===== src/verilog/hart_pkg.sv =====
// Shared sizes, counts and types for the multithreaded fetch front end.
// Modules refer to these by scoped names, so no file imports the package.
`default_nettype none

package hart_pkg;

    localparam int NUM_HARTS   = 4;    // Hardware threads sharing one fetch slot.
    localparam int HART_W      = 2;    // Bits in a hart id.
    localparam int IMEM_WORDS  = 256;  // Depth of the shared instruction memory.
    localparam int ADDR_W      = 8;    // Bits in a word address.
    localparam int HART_STRIDE = 64;   // Words per hart region; hart h starts at h * 64.
    localparam int OFFS_W      = 6;    // Bits of the offset inside one region.
    localparam int WORD_W      = 32;   // Bits in an instruction word.

    // Granted fetches a hart keeps the slot before the selector rotates.
    localparam int SLICE_LEN   = 11;
    localparam int CNT_W       = 4;    // Wide enough to hold SLICE_LEN itself.

    typedef logic [HART_W-1:0]    hart_id_t;
    typedef logic [ADDR_W-1:0]    addr_t;
    typedef logic [WORD_W-1:0]    word_t;
    typedef logic [NUM_HARTS-1:0] hart_mask_t;
    typedef logic [OFFS_W-1:0]    offs_t;   // Offset of a PC within its region.
    typedef logic [CNT_W-1:0]     cnt_t;    // Slice counter value.

endpackage

`default_nettype wire


===== src/verilog/mem_port_if.sv =====
// One requester's port on the shared instruction memory.
// The requester drives a request, the arbiter answers with gnt and read data.
// A request is served in a cycle where req and gnt are both high.
`timescale 1ns/100ps
`default_nettype none

interface mem_port_if;

    logic             req;    // Requester wants the memory this cycle.
    logic             we;     // High for a write, low for a read.
    hart_pkg::addr_t  addr;   // Word address of the access.
    hart_pkg::word_t  wdata;  // Write data, ignored on reads.
    logic             gnt;    // Arbiter serves this request in the current cycle.
    hart_pkg::word_t  rdata;  // Read data, valid the cycle after a granted read.

    // Fetch unit and program loader sit on this side.
    modport requester (
        output req, we, addr, wdata,
        input  gnt, rdata
    );

    // The memory arbiter sees every requester through this side.
    modport arbiter (
        input  req, we, addr, wdata,
        output gnt, rdata
    );

endinterface

`default_nettype wire


===== src/verilog/program_loader.sv =====
// Program loader. Takes one word from the load strobe and holds a write
// request on the shared memory until the arbiter grants it.
`timescale 1ns/100ps
`default_nettype none

module program_loader (
    input  logic            CLK,
    input  logic            nRST,
    input  logic            load_valid,
    input  hart_pkg::addr_t load_addr,
    input  hart_pkg::word_t load_data,
    output logic            load_ready,  // Low while a word waits for the memory.
    mem_port_if.requester   mem
);

    logic            busy;
    hart_pkg::addr_t addr_q;
    hart_pkg::word_t data_q;

    assign load_ready = !busy;

    always_ff @(posedge CLK, negedge nRST) begin
        if (!nRST) begin
            busy <= 1'b0;
        end else if (load_valid && !busy) begin
            busy <= 1'b1;                  // Word captured, start requesting.
        end else if (mem.req && mem.gnt) begin
            busy <= 1'b0;                  // Written this cycle.
        end
    end

    always_ff @(posedge CLK) begin
        if (load_valid && !busy) begin
            addr_q <= load_addr;
            data_q <= load_data;
        end
    end

    assign mem.req   = busy;
    assign mem.we    = 1'b1;               // The loader only ever writes.
    assign mem.addr  = addr_q;
    assign mem.wdata = data_q;

    a_no_load_busy: assert property (@(posedge CLK) disable iff (!nRST)
        load_valid |-> !busy)
        else $error("Load strobe arrived while a word was pending.");

endmodule

`default_nettype wire


===== src/flat_wrapper.sv =====
// flat-port wrapper written by rule: the top's interface ports become plain ports
module program_loader_flat 
  (CLK, nRST, load_valid, load_addr, load_data, load_ready, mem_req, mem_we, mem_addr, mem_wdata, mem_gnt, mem_rdata);
  mem_port_if mem_i ();
  input  logic CLK;
  input  logic nRST;
  input  logic load_valid;
  input  hart_pkg::addr_t load_addr;
  input  hart_pkg::word_t load_data;
  output logic load_ready;
  output wire logic [$bits(mem_i.req)-1:0] mem_req;
  output wire logic [$bits(mem_i.we)-1:0] mem_we;
  output wire logic [$bits(mem_i.addr)-1:0] mem_addr;
  output wire logic [$bits(mem_i.wdata)-1:0] mem_wdata;
  input wire logic [$bits(mem_i.gnt)-1:0] mem_gnt;
  input wire logic [$bits(mem_i.rdata)-1:0] mem_rdata;
  assign mem_req = mem_i.req;
  assign mem_we = mem_i.we;
  assign mem_addr = mem_i.addr;
  assign mem_wdata = mem_i.wdata;
  assign mem_i.gnt = mem_gnt;
  assign mem_i.rdata = mem_rdata;
  program_loader u_core (.CLK(CLK), .nRST(nRST), .load_valid(load_valid), .load_addr(load_addr), .load_data(load_data), .load_ready(load_ready), .mem(mem_i));
endmodule

===== config.mk =====
export PLATFORM = sky130hd
export DESIGN_NAME = program_loader_flat
export DESIGN_NICKNAME = d
export VERILOG_FILES = /design/src/verilog/hart_pkg.sv /design/src/verilog/mem_port_if.sv /design/src/verilog/program_loader.sv /design/src/flat_wrapper.sv
export SDC_FILE = /design/constraint.sdc
export NUM_CORES = 1
export LEC_CHECK = 0
export ABC_AREA = 1
export BUFFER_PORTS_ARGS = -buffer_cell sky130_fd_sc_hd__clkbuf_2
export CORE_AREA = 2 2 60 62
export CTS_BUF_LIST = sky130_fd_sc_hd__clkbuf_8
export DETAILED_ROUTE_END_ITERATION = 6
export DIE_AREA = 0 0 62 64
export PLACE_DENSITY_LB_ADDON = 0.3
export RECOVER_POWER = 25
export SYNTH_ARGS = -nofsm -noshare
export SYNTH_HDL_FRONTEND = slang
export SYNTH_SLANG_ARGS = --single-unit

===== constraint.sdc =====
create_clock -name CLK -period 3.6 [get_ports CLK]
set_input_delay 0.18 -clock CLK [delete_from_list [all_inputs] [get_ports CLK]]
set_output_delay 0.18 -clock CLK [all_outputs]
set_load 0.05 [all_outputs]

Word level (Yosys, flattened, before mapping) --
Cells that the tools add are included.
Storage, ports and cells: output and inout bits 43, word-level logic and storage cells 9, register bits after elaboration 41, input port bits 76
Operators by class: muxes and demuxes 2, reductions and logical operators 4
Operator list (count):
- 1-bit logical AND | 2
- 1-bit two-way mux | 2
- 2-bit nonzero test | 1
- 1-bit logical NOT | 1

Logic depth before layout (Yosys ltp) --
Gate-level depths: netlist of run 1.
depth after elaboration 3, gate-level depth with buffers 3, depth with buffers taken out 3

Least setup slack after synthesis of run 1 --
Ideal clock, no wire load.
kind reg2reg, start register u_core.busy (netlist: u_core.mem.req), end register u_core.addr_q[0] (netlist: u_core.mem.addr[0]), enable pin, path buffers 0, slack 1451 ps, cell stages (with the launch flop) 4, library setup time 394 ps, data required time 3206 ps, data arrival time 1754 ps, period minus slack after synthesis 2149 ps, path through dfrtp_1 -> inv_2 -> nand2_2 -> inv_1
Between the ends: longest elaborated chain between the ends 2
RTL lines:
- from (decl) | RTL line program_loader.sv:16 | logic busy;
- from (signal assigned) | RTL line program_loader.sv:24 | busy <= 1'b0;
- from (signal assigned) | RTL line program_loader.sv:26 | busy <= 1'b1;
- from (signal assigned) | RTL line program_loader.sv:28 | busy <= 1'b0;
- 1-bit logical NOT
- via load_ready | RTL line flat_wrapper.sv:10 | output logic load_ready;
- 1-bit logical AND | RTL line program_loader.sv:33 | if (load_valid && !busy) begin
- to (signal assigned) | RTL line program_loader.sv:34 | addr_q <= load_addr;
- to (decl) | RTL line program_loader.sv:17 | hart_pkg::addr_t addr_q;
The timed path passes the listed nets, and every way through them passes these cells. A chain may end at the register's enable or synchronous reset.

Worst setup path after layout of run 1 --
start register u_core.busy (netlist: u_core.mem.req), end register u_core.addr_q[3] (netlist: u_core.mem.addr[3]), enable pin
Between the ends: longest elaborated chain between the ends 2
RTL lines (RTL line):
- 1-bit logical NOT | program_loader.sv:33
- 1-bit logical AND | program_loader.sv:33
Every way passes these cells.

==> metrics.txt, run 1 <==
# TYPE chip_impl_metric gauge
chip_impl_metric{name="synthesized_area_fraction_occupied_by_ao_oa_aoi_and_oai_cells",unit="%"} 0
chip_impl_metric{name="numCtsBuffers",unit=""} 5
chip_impl_metric{name="num-nets-final",unit=""} 218
chip_impl_info{name="cp_slowest_cell",value="buf_4"} 1
chip_impl_metric{name="clock-sinks",unit=""} 41
chip_impl_metric{name="post_route_cells_drive_above_1_share",unit="%"} 67.1
chip_impl_info{name="worst_r2r_startpoint",value="u_core.mem.req"} 1
chip_impl_metric{name="core.rowCount",unit=""} 21
chip_impl_info{name="yosys-top-cells-area",value="edfxtp_1 95%, dfrtp_1 2.0%, nand2_2 0.99%"} 1
chip_impl_metric{name="dr_total_vias",unit=""} 774
chip_impl_info{name="timing.critical_path.cells",value="inv_2 > nand2_2 > inv_1 > buf_4"} 1
chip_impl_metric{name="layoutNonFillerInstCount",unit=""} 189
chip_impl_metric{name="clkSlewWorstSetupHoldPaths",unit="ns"} 0.08
chip_impl_metric{name="yosysSeqAreaShare",unit="%"} 96.9
chip_impl_metric{name="place.detailed.hpwl",unit="um"} 1780
chip_impl_metric{name="average_wire_per_standard_cell",unit="um"} 12.3
chip_impl_metric{name="number_of_maximum_capacitance_violations",unit=""} 0
chip_impl_info{name="hp-class",value="input pin to register"} 1
chip_impl_info{name="cts_root_buf",value="clkbuf_8"} 1
chip_impl_metric{name="hold-worst-slack",unit="ns"} 0.0659
chip_impl_metric{name="floorplan.io_pins",unit=""} 119
chip_impl_metric{name="synth.avg_cell_area",unit="um2"} 25.8
chip_impl_info{name="cp_launch_point",value="u_core.mem.req"} 1
chip_impl_metric{name="final_antenna_net_count",unit=""} 0
chip_impl_metric{name="min_period",unit="ns"} 1.66
chip_impl_metric{name="number_of_vias_per_cell_after_detailed_routing",unit=""} 4.10
chip_impl_metric{name="cts_setup_buffers",unit=""} 0
chip_impl_metric{name="die-area",unit="mm2"} 0.00397
chip_impl_metric{name="cts_buffer_depth",unit=""} 2
chip_impl_metric{name="grt_first_pass_wirelength",unit="um"} 3250
chip_impl_info{name="synthDominantAreaCellType",value="edfxtp_1"} 1
chip_impl_info{name="tritoncts",value="yes"} 1
chip_impl_metric{name="power.density",unit="mW/mm2"} 571
chip_impl_metric{name="unique_masters_post_synth",unit=""} 8
chip_impl_metric{name="cts_max_level",unit=""} 2
chip_impl_metric{name="crit_path_max_fanout",unit=""} 28
chip_impl_metric{name="report.final.hold_viol_count",unit=""} 0
chip_impl_metric{name="drc_errors",unit=""} 0
chip_impl_metric{name="layout_worst_path_cycle_share",unit="%"} 46.0
chip_impl_info{name="hold_path.startpoint",value="load_data[21]"} 1
chip_impl_metric{name="finalSetupViolations",unit=""} 0
chip_impl_metric{name="drt-initial-drc-count",unit=""} 21
chip_impl_metric{name="grt_antenna_before_repair",unit=""} 0
chip_impl_metric{name="ir_drop_worst_vdd",unit="uV"} 369
chip_impl_metric{name="yosys.area.top_type_share",unit="%"} 95.0
chip_impl_metric{name="placedCellCount",unit=""} 180
chip_impl_metric{name="fin_worst_skew",unit="ns"} 0.00310
chip_impl_metric{name="critPathBufInv",unit=""} 3
chip_impl_metric{name="routed_wl",unit="um"} 2320
chip_impl_metric{name="die_width",unit="um"} 62
chip_impl_metric{name="grt_max_degree",unit=""} 29
chip_impl_metric{name="synth_cells",unit=""} 49
chip_impl_info{name="setup.worst_path.start_class",value="register"} 1
chip_impl_metric{name="yosys_warnings",unit=""} 0
chip_impl_metric{name="vias_in_the_first_global_route",unit=""} 694
chip_impl_metric{name="wp_data_arrival",unit="ns"} 1.61
chip_impl_info{name="grt_setup_unrepaired",value="false"} 1
chip_impl_info{name="worst_path_dominant_cell_family",value="buffers and inverters"} 1
chip_impl_metric{name="gr-usage-all-layers",unit="%"} 11.9
chip_impl_metric{name="layout-area-overhead-vs-synth",unit="%"} 45.8
chip_impl_metric{name="n_antenna_cell",unit=""} 0
chip_impl_metric{name="initial_util",unit="%"} 38.5
chip_impl_metric{name="yosys.area_share.xor_xnor",unit="%"} 0
chip_impl_metric{name="post_syn_area",unit="mm2"} 0.00126
chip_impl_info{name="critPathKind",value="register to register"} 1
chip_impl_metric{name="layout.filler_cells",unit=""} 270
chip_impl_info{name="combinational_family_with_the_most_area_after_synthesis",value="buffers and inverters"} 1
chip_impl_metric{name="synth.mux.area_fraction",unit="%"} 0
chip_impl_metric{name="fmaxAchievable",unit="GHz"} 0.603
chip_impl_metric{name="clkLatencyLatePin",unit="ns"} 0.28
chip_impl_metric{name="synth_adder_area_share",unit="%"} 0
chip_impl_metric{name="replace_congestion",unit=""} 0.631
chip_impl_metric{name="static-leakage-power",unit="nW"} 0.826
chip_impl_metric{name="worst-endpoint-required",unit="ns"} 3.55
chip_impl_metric{name="port_buffers",unit=""} 85
chip_impl_metric{name="synth_simple_gate_area_share",unit="%"} 1.29
chip_impl_metric{name="timing_max_transition_violations_final",unit=""} 0
chip_impl_metric{name="die_extent_in_y",unit="um"} 64
chip_impl_info{name="outcome",value="finished, final reports clean"} 1
chip_impl_info{name="crit_path_end_kind",value="register"} 1
chip_impl_metric{name="global_route.overflow_total",unit=""} 0
chip_impl_metric{name="critical_path.max_stage_delay",unit="ns"} 0.43
chip_impl_metric{name="first_drt_pass_iteration_count",unit=""} 3
chip_impl_metric{name="ys_seq_elements",unit=""} 41
chip_impl_metric{name="syn-num-nets",unit=""} 125
chip_impl_metric{name="tns",unit="ns"} 0
chip_impl_metric{name="placeable_core_region",unit="mm2"} 0.00328
[repair_timing]
item | 4_1_cts | 5_1_grt
hold endpoints to repair | 1 | 0
gates resized for setup | 0 | 0
hold buffers | 1 | 0
[path summary, 6_finish.rpt]
kind | to | slack (ns) | cells after the start
max in group asynchronous | u_core.mem.req | 3.31 | 2
worst min register to register | u_core.mem.req | 0.55 | 2
worst max-delay path | u_core.mem.addr[3] | 1.94 | 4
worst min-delay path | u_core.mem.wdata[21] | 0.07 | 1
worst max register to register | u_core.mem.addr[3] | 1.94 | 4
min in group asynchronous | u_core.mem.req | 0.20 | 2
[placed cells by master, fill, tap and decap left out]
master and n:
edfxtp_1 40, conb_1 1, dfrtp_1 1, clkinv_4 1, buf_4 1, clkbuf_2 85, clkinv_2 1, clkbuf_8 5
inv_1 2, inv_2 1, nand2_2 2, clkinv_1 1, dlygate4sd3_1 1, nand2_1 1
[synth_stat cells, drive strengths merged]
cell and number:
nand2 3, edfxtp 40, dfrtp 1, inv 3, conb 1, buf 1
[stage by stage]
stage	power [mW]	cell area (um2)	setup WS (ns)	utilization (%)
2_1_floorplan	0.730	1260	1.45	-
3_3_place_gp	0.784	1750	1.99	53.2
3_5_place_dp	0.787	1750	1.93	53.2
4_1_cts	1.07	1840	1.93	56.2
5_1_grt	1.10	1840	1.80	56.2
6_report	1.05	1840	1.94	56.2
[logic make-up after synthesis]
family	count (synthesis)
other	1
buffers and inverters	4
AND/OR/NAND/NOR	3
flip-flops	41
[where the power goes]
group | switching [mW] | leakage [nW] | internal, mW
sequential | 0.00928 | 0.389 | 0.567
clock | 0.145 | 0.0455 | 0.134
combinational | 0.158 | 0.391 | 0.0409
total | 0.312 | 0.826 | 0.741
[cell type report]
class	instances	area [um2]	share of cell area (%)
inverters	3	11.3	0.611
well taps	46	57.6	3.12
flip-flops and latches	41	1230	66.5
clock buffers	5	68.8	3.73
multi-input cells	4	20.0	1.09
repair buffers	87	443	24.0
clock inverters	3	17.5	0.950
[state kept, by name, indices dropped and copies added, names as in the netlist]
signal and cells:
u_core.mem.wdata 32, u_core.mem.req 1, u_core.mem.addr 8
[layer usage]
metal	global-route usage [%]	wire, um	vias to the layer above
li1	-	-	367
met3	7.09	310	4
met4	4.79	19	0
met5	0	0	-
met2	18.4	1160	57
met1	13.2	825	346
Power figures use the tool's default switching activity.
==> inputs of run 2 (changes only) <==
--- a/config.mk
+++ b/config.mk
@@ -7,10 +7,10 @@
 export LEC_CHECK = 0
 export ABC_AREA = 1
 export BUFFER_PORTS_ARGS = -buffer_cell sky130_fd_sc_hd__clkbuf_2
-export CORE_AREA = 2 2 60 62
+export CORE_AREA = 2 2 64 66
 export CTS_BUF_LIST = sky130_fd_sc_hd__clkbuf_8
 export DETAILED_ROUTE_END_ITERATION = 6
-export DIE_AREA = 0 0 62 64
+export DIE_AREA = 0 0 66 68
 export PLACE_DENSITY_LB_ADDON = 0.3
 export RECOVER_POWER = 25
 export SYNTH_ARGS = -nofsm -noshare
==> constraint.sdc (replaced) <==
create_clock -name CLK -period 1.35 [get_ports CLK]
set_input_delay 0.0675 -clock CLK [delete_from_list [all_inputs] [get_ports CLK]]
set_output_delay 0.0675 -clock CLK [all_outputs]
set_load 0.05 [all_outputs]
==> run 2 against run 1 <==
Compared with the run above: critical path type unchanged; combinational power grew to 3.3 times the previous value; utilization grew 4.1 points; register-to-register slack lost 1.8 ns; via count grew 21%; non-clock buffer count grew 40; setup slack lost 1.8 ns; hold slack lost 0.015 ns; power grew to 3.2 times the previous value; final cell count grew 23%.
==> metrics.txt, run 2 (synthesized netlist as in run 1, its figures left out) <==
# TYPE chip_impl_metric gauge
chip_impl_info{name="outcome",value="finished, final reports clean"} 1
chip_impl_info{name="final_cell_mix",value="85 x clkbuf_2, 41 x dlygate4sd3_1, 40 x edfxtp_1"} 1
chip_impl_metric{name="min_period",unit="ns"} 1.18
chip_impl_metric{name="clkSlewWorstSetupHoldPaths",unit="ns"} 0.08
chip_impl_metric{name="reg2reg_setup_slack",unit="ns"} 0.17
chip_impl_metric{name="grt_max_degree",unit=""} 41
chip_impl_info{name="reg2reg_to",value="u_core.mem.wdata[7]"} 1
chip_impl_metric{name="final_antenna_net_count",unit=""} 0
chip_impl_metric{name="drc_errors",unit=""} 0
chip_impl_info{name="setup.worst_path.start_class",value="register"} 1
chip_impl_info{name="grt_setup_unrepaired",value="false"} 1
chip_impl_metric{name="internal_power",unit="mW"} 2.44
chip_impl_metric{name="setup_slack",unit="ns"} 0.169
chip_impl_info{name="worstHoldEndpoint",value="u_core.mem.req"} 1
chip_impl_metric{name="routed_wl",unit="um"} 3090
chip_impl_metric{name="numCtsBuffers",unit=""} 5
chip_impl_metric{name="hold_depth",unit=""} 3
chip_impl_metric{name="tns",unit="ns"} 0
chip_impl_metric{name="layout-area-overhead-vs-synth",unit="%"} 83.8
chip_impl_metric{name="dr_total_vias",unit=""} 940
chip_impl_metric{name="place_worst_setup_slack",unit="ns"} 0.178
chip_impl_metric{name="power.clock.fraction",unit="%"} 34.0
chip_impl_metric{name="sequential_cell_area",unit="mm2"} 0.00123
chip_impl_metric{name="wp_data_arrival",unit="ns"} 1.15
chip_impl_metric{name="clock-sinks",unit=""} 41
chip_impl_metric{name="power.density",unit="mW/mm2"} 1430
chip_impl_metric{name="replace_congestion",unit=""} 0.625
chip_impl_metric{name="static-leakage-power",unit="nW"} 1.02
chip_impl_metric{name="finalSetupViolations",unit=""} 0
chip_impl_metric{name="vias_in_the_first_global_route",unit=""} 1032
chip_impl_info{name="crit_path_end_kind",value="register"} 1
chip_impl_metric{name="cts_setup_buffers",unit=""} 0
chip_impl_metric{name="post_route_cells_drive_above_1_share",unit="%"} 54.1
chip_impl_metric{name="crit_path_max_fanout",unit=""} 40
chip_impl_metric{name="die-area",unit="mm2"} 0.00449
chip_impl_metric{name="fmaxAchievable",unit="GHz"} 0.847
chip_impl_metric{name="design_area",unit="mm2"} 0.00232
chip_impl_metric{name="combPwrFrac",unit="%"} 19.6
chip_impl_metric{name="grt_first_pass_wirelength",unit="um"} 4510
chip_impl_metric{name="fin_worst_skew",unit="ns"} 0.00461
chip_impl_metric{name="port_buffers",unit=""} 85
chip_impl_metric{name="die_extent_in_y",unit="um"} 68
chip_impl_metric{name="core.rowCount",unit=""} 23
chip_impl_metric{name="global_route.overflow_total",unit=""} 0
chip_impl_metric{name="placeable_core_region",unit="mm2"} 0.00386
chip_impl_info{name="critPathKind",value="register to register"} 1
chip_impl_info{name="hold_path.startpoint",value="load_valid"} 1
chip_impl_metric{name="drt-initial-drc-count",unit=""} 7
chip_impl_metric{name="layout_worst_path_cycle_share",unit="%"} 87.5
chip_impl_metric{name="average_wire_per_standard_cell",unit="um"} 13.3
chip_impl_info{name="cp_launch_point",value="u_core.mem.req"} 1
chip_impl_metric{name="power_switching",unit="mW"} 0.878
chip_impl_info{name="cts_root_buf",value="clkbuf_8"} 1
chip_impl_metric{name="hold_bufs_inserted_after_cts",unit=""} 41
chip_impl_metric{name="first_drt_pass_iteration_count",unit=""} 2
chip_impl_info{name="tritoncts",value="yes"} 1
chip_impl_metric{name="number_of_maximum_capacitance_violations",unit=""} 0
chip_impl_metric{name="switching_part_of_the_total_power",unit="%"} 26.4
chip_impl_metric{name="seq_power_share",unit="%"} 46.4
chip_impl_info{name="hp-class",value="input pin to register"} 1
chip_impl_metric{name="timing_max_transition_violations_final",unit=""} 0
chip_impl_metric{name="grt_antenna_before_repair",unit=""} 0
chip_impl_metric{name="number_of_vias_per_cell_after_detailed_routing",unit=""} 4.03
chip_impl_metric{name="postCtsResizedCells",unit=""} 0
chip_impl_metric{name="largest_register_ffs",unit=""} 32
chip_impl_info{name="final_common_cell",value="clkbuf_2"} 1
chip_impl_metric{name="worstRegToRegCells",unit=""} 4
chip_impl_metric{name="gr-usage-all-layers",unit="%"} 14.3
chip_impl_metric{name="cts_max_level",unit=""} 2
chip_impl_metric{name="n_antenna_cell",unit=""} 0
chip_impl_metric{name="clkLatencyLatePin",unit="ns"} 0.28
chip_impl_metric{name="layout.filler_cells",unit=""} 315
chip_impl_metric{name="multi_input_comb_area",unit="um2"} 25.0
chip_impl_metric{name="cts_buffer_depth",unit=""} 2
chip_impl_metric{name="worst-endpoint-required",unit="ns"} 1.32
chip_impl_metric{name="placement.cell_area",unit="mm2"} 0.00178
chip_impl_info{name="worst_r2r_startpoint",value="u_core.mem.req"} 1
chip_impl_metric{name="initial_util",unit="%"} 32.8
chip_impl_metric{name="report.final.hold_viol_count",unit=""} 0
chip_impl_metric{name="floorplan.io_pins",unit=""} 119
chip_impl_metric{name="ir_drop_worst_vdd",unit="uV"} 892
chip_impl_metric{name="die_width",unit="um"} 66
chip_impl_metric{name="num-nets-final",unit=""} 258
-- run 2: cell types whose count changed in the layout (fill, tap and decap cells not counted), sizes merged --
cell,before,now
inv,3,2
bufinv,0,2
clkinvlp,0,1
dlygate4sd3,1,41
clkinv,3,1
-- run 2: how the worst max path moves through the flow --
stage               cells after the start                   end  slack [ns]
floorplan                               3    u_core.mem.addr[0]       -0.34
global placement                        4  u_core.mem.wdata[20]        0.21
detailed placement                      4   u_core.mem.wdata[3]        0.18
CTS                                     4  u_core.mem.wdata[29]        0.17
global route                            4  u_core.mem.wdata[22]        0.13
finish                                  4   u_core.mem.wdata[7]        0.17
-- run 2: routing by layer --
layer / wire, um / track usage (%)
met1: 969 / 12.8
met5: 0 / 0
met3: 261 / 6.25
met4: 23 / 4.59
met2: 1840 / 28.5
-- run 2: cell type report --
cell class                      count  area share [%]
Timing Repair Buffer              127            36.8
Clock buffer                        5            2.96
Clock inverter                      3            2.80
Sequential cell                    41            52.8
Multi-Input combinational cell      4            1.08
Inverter                            3           0.861
Tap cell                           50            2.69
-- run 2: worst max-delay path, cell delays in order, from the launching register on --
cell	delay (ns)
dfrtp_2	0.45
inv_6	0.07
nand2_4	0.05
clkinvlp_4	0.07
buf_12	0.23
-- run 2: stage by stage --
step	power, mW	hold WS [ns]	util [%]	cells
final	3.32	0.0512	60.3	233
after global routing	3.43	0.0560	60.3	233
after CTS	3.34	0.0233	60.3	233
after detailed placement	2.12	-0.152	46.2	184
after global placement	2.11	-0.158	46.2	184
after floorplan	1.96	-0.228	-	49
-- run 2: power by group through the flow --
stage	combinational [mW]	sequential (mW)	clock [mW]
floorplan	0.0753	1.88	0
global placement	0.544	1.56	0
detailed placement	0.554	1.57	0
CTS	0.648	1.54	1.15
global route	0.679	1.55	1.20
finish	0.649	1.54	1.13
==> inputs of run 3 (changes only) <==
--- a/config.mk
+++ b/config.mk
@@ -7,10 +7,10 @@
 export LEC_CHECK = 0
 export ABC_AREA = 1
 export BUFFER_PORTS_ARGS = -buffer_cell sky130_fd_sc_hd__clkbuf_2
-export CORE_AREA = 2 2 64 66
+export CORE_AREA = 2 2 60 62
 export CTS_BUF_LIST = sky130_fd_sc_hd__clkbuf_8
 export DETAILED_ROUTE_END_ITERATION = 6
-export DIE_AREA = 0 0 66 68
+export DIE_AREA = 0 0 62 64
 export PLACE_DENSITY_LB_ADDON = 0.3
 export RECOVER_POWER = 25
 export SYNTH_ARGS = -nofsm -noshare
==> constraint.sdc (replaced) <==
create_clock -name CLK -period 1.5 [get_ports CLK]
set_input_delay 0.075 -clock CLK [delete_from_list [all_inputs] [get_ports CLK]]
set_output_delay 0.075 -clock CLK [all_outputs]
set_load 0.01 [all_outputs]
==> run 3 against run 2 <==
Compared with the run above: sequential cell count unchanged; sequential share of layout area increased by 0.87 points; final area decreased by 1.7%; maximum frequency decreased by 3.8%; sequential power decreased by 10%; critical endpoint is now u_core.mem.wdata[15]; largest cell class unchanged; highest routed layer unchanged.
==> metrics.txt, run 3 (synthesized netlist as in run 1, its figures left out) <==
# TYPE chip_impl_metric gauge
chip_impl_metric{name="grt_max_degree",unit=""} 37
chip_impl_metric{name="worst-endpoint-required",unit="ns"} 1.48
chip_impl_metric{name="post_route_cells_drive_above_1_share",unit="%"} 53.0
chip_impl_metric{name="number_of_vias_per_cell_after_detailed_routing",unit=""} 4.09
chip_impl_metric{name="clock-sinks",unit=""} 41
chip_impl_info{name="final_common_cell",value="clkbuf_2"} 1
chip_impl_info{name="reg2reg_to",value="u_core.mem.wdata[15]"} 1
chip_impl_info{name="grt_setup_unrepaired",value="false"} 1
chip_impl_metric{name="static-leakage-power",unit="nW"} 0.996
chip_impl_metric{name="grt_antenna_before_repair",unit=""} 0
chip_impl_metric{name="fin_worst_skew",unit="ns"} 0.00313
chip_impl_metric{name="numCtsBuffers",unit=""} 5
chip_impl_metric{name="gr-usage-all-layers",unit="%"} 16.6
chip_impl_info{name="outcome",value="finished, final reports clean"} 1
chip_impl_metric{name="n_antenna_cell",unit=""} 0
chip_impl_info{name="hp-class",value="input pin to register"} 1
chip_impl_metric{name="vias_in_the_first_global_route",unit=""} 1018
chip_impl_info{name="tritoncts",value="yes"} 1
chip_impl_metric{name="die_width",unit="um"} 62
chip_impl_metric{name="global_route.overflow_total",unit=""} 0
chip_impl_metric{name="grt_first_pass_wirelength",unit="um"} 4460
chip_impl_metric{name="placedCellCount",unit=""} 180
chip_impl_metric{name="postCtsResizedCells",unit=""} 0
chip_impl_metric{name="report.final.hold_viol_count",unit=""} 0
chip_impl_metric{name="final_antenna_net_count",unit=""} 0
chip_impl_info{name="final_cell_mix",value="85 x clkbuf_2, 41 x dlygate4sd3_1, 40 x edfxtp_1"} 1
chip_impl_metric{name="num-nets-final",unit=""} 258
chip_impl_metric{name="layout-area-overhead-vs-synth",unit="%"} 80.6
chip_impl_metric{name="reg2reg_setup_slack",unit="ns"} 0.27
chip_impl_metric{name="routed_wl",unit="um"} 3090
chip_impl_metric{name="drt-initial-drc-count",unit=""} 30
chip_impl_metric{name="hold_bufs_inserted_after_cts",unit=""} 41
chip_impl_metric{name="crit_path_max_fanout",unit=""} 36
chip_impl_metric{name="initial_util",unit="%"} 38.5
chip_impl_metric{name="clkSlewWorstSetupHoldPaths",unit="ns"} 0.07
chip_impl_metric{name="finalSetupViolations",unit=""} 0
chip_impl_metric{name="wp_data_arrival",unit="ns"} 1.21
chip_impl_metric{name="timing_max_transition_violations_final",unit=""} 0
chip_impl_metric{name="worstRegToRegCells",unit=""} 4
chip_impl_metric{name="cts_max_level",unit=""} 2
chip_impl_metric{name="floorplan.io_pins",unit=""} 119
chip_impl_metric{name="drc_errors",unit=""} 0
chip_impl_metric{name="clkLatencyLatePin",unit="ns"} 0.28
chip_impl_metric{name="cts_setup_buffers",unit=""} 0
chip_impl_info{name="cts_root_buf",value="clkbuf_8"} 1
chip_impl_metric{name="replace_congestion",unit=""} 0.652
chip_impl_metric{name="min_period",unit="ns"} 1.23
chip_impl_metric{name="layoutNonFillerInstCount",unit=""} 229
chip_impl_metric{name="power.density",unit="mW/mm2"} 1120
chip_impl_info{name="worst_r2r_startpoint",value="u_core.mem.req"} 1
chip_impl_metric{name="layout_worst_path_cycle_share",unit="%"} 81.8
chip_impl_metric{name="place.detailed.hpwl",unit="um"} 1840
chip_impl_metric{name="number_of_maximum_capacitance_violations",unit=""} 0
chip_impl_info{name="critPathKind",value="register to register"} 1
chip_impl_metric{name="placeable_core_region",unit="mm2"} 0.00328
chip_impl_info{name="setup.worst_path.start_class",value="register"} 1
chip_impl_metric{name="average_wire_per_standard_cell",unit="um"} 13.5
chip_impl_metric{name="largest_register_ffs",unit=""} 32
chip_impl_info{name="hold_path.startpoint",value="mem_gnt"} 1
chip_impl_metric{name="hold_depth",unit=""} 4
chip_impl_metric{name="die-area",unit="mm2"} 0.00397
chip_impl_info{name="crit_path_end_kind",value="register"} 1
chip_impl_info{name="worstHoldEndpoint",value="u_core.mem.req"} 1
chip_impl_metric{name="port_buffers",unit=""} 85
chip_impl_metric{name="dr_total_vias",unit=""} 937
chip_impl_info{name="cp_launch_point",value="u_core.mem.req"} 1
chip_impl_metric{name="die_extent_in_y",unit="um"} 64
chip_impl_metric{name="cts_buffer_depth",unit=""} 2
chip_impl_metric{name="ir_drop_worst_vdd",unit="uV"} 735
chip_impl_metric{name="finish.utilization",unit="%"} 69.6
chip_impl_metric{name="fmaxAchievable",unit="GHz"} 0.815
chip_impl_metric{name="first_drt_pass_iteration_count",unit=""} 3
chip_impl_metric{name="core.rowCount",unit=""} 21
==> run 3: worst max-delay path by stage <==
stage	end	slack (ns)	cells after the start
global placement	u_core.mem.wdata[0]	0.32	4
floorplan	u_core.mem.addr[0]	-0.01	3
global route	u_core.mem.addr[7]	0.20	4
CTS	u_core.mem.addr[7]	0.27	4
finish	u_core.mem.wdata[15]	0.27	4
detailed placement	u_core.mem.wdata[26]	0.28	4
==> run 3: through the flow <==
| step | area [um2] | power (mW) | setup slack [ns] | hold WS [ns] | setup TNS (ns) |
|---|---|---|---|---|---|
| after global routing | 2280 | 2.67 | 0.200 | 0.0475 | 0 |
| after detailed placement | 1760 | 1.65 | 0.280 | -0.146 | 0 |
| after CTS | 2280 | 2.58 | 0.269 | 0.0216 | 0 |
| after floorplan | 1270 | 1.50 | -0.0137 | -0.221 | -0.548 |
| after global placement | 1760 | 1.64 | 0.322 | -0.150 | 0 |
| final | 2280 | 2.55 | 0.272 | 0.0451 | 0 |
==> run 3: power breakdown <==
group          switching, mW  internal [mW]
logic                  0.157          0.174
clock network          0.351          0.489
registers             0.0244           1.36
total                  0.532           2.02
==> run 3: cell type report <==
type	instances	area (um2)
multi-input cells	4	20.0
clock inverters	3	41.3
well taps	46	57.6
flip-flops and latches	41	1230
repair buffers	127	856
fillers	228	1000
inverters	3	15.0
clock buffers	5	68.8
==> run 3: layer usage <==
| metal | wire, um | up-vias | global-route usage, % | share of wire, % |
|---|---|---|---|---|
| met5 | 0 | - | 0 | 0 |
| met2 | 1930 | 51 | 34.4 | 62 |
| li1 | - | 447 | - | - |
| met1 | 864 | 435 | 11.5 | 28 |
| met3 | 264 | 4 | 5.26 | 8.5 |
| met4 | 31 | 0 | 7.98 | 1.0 |
==> run 3: worst max-delay path: stages (launching register included) <==
cell        delay (ns)
dfrtp_1           0.41
inv_2             0.07
nand2_2           0.07
clkinvlp_4        0.13
buf_12            0.23
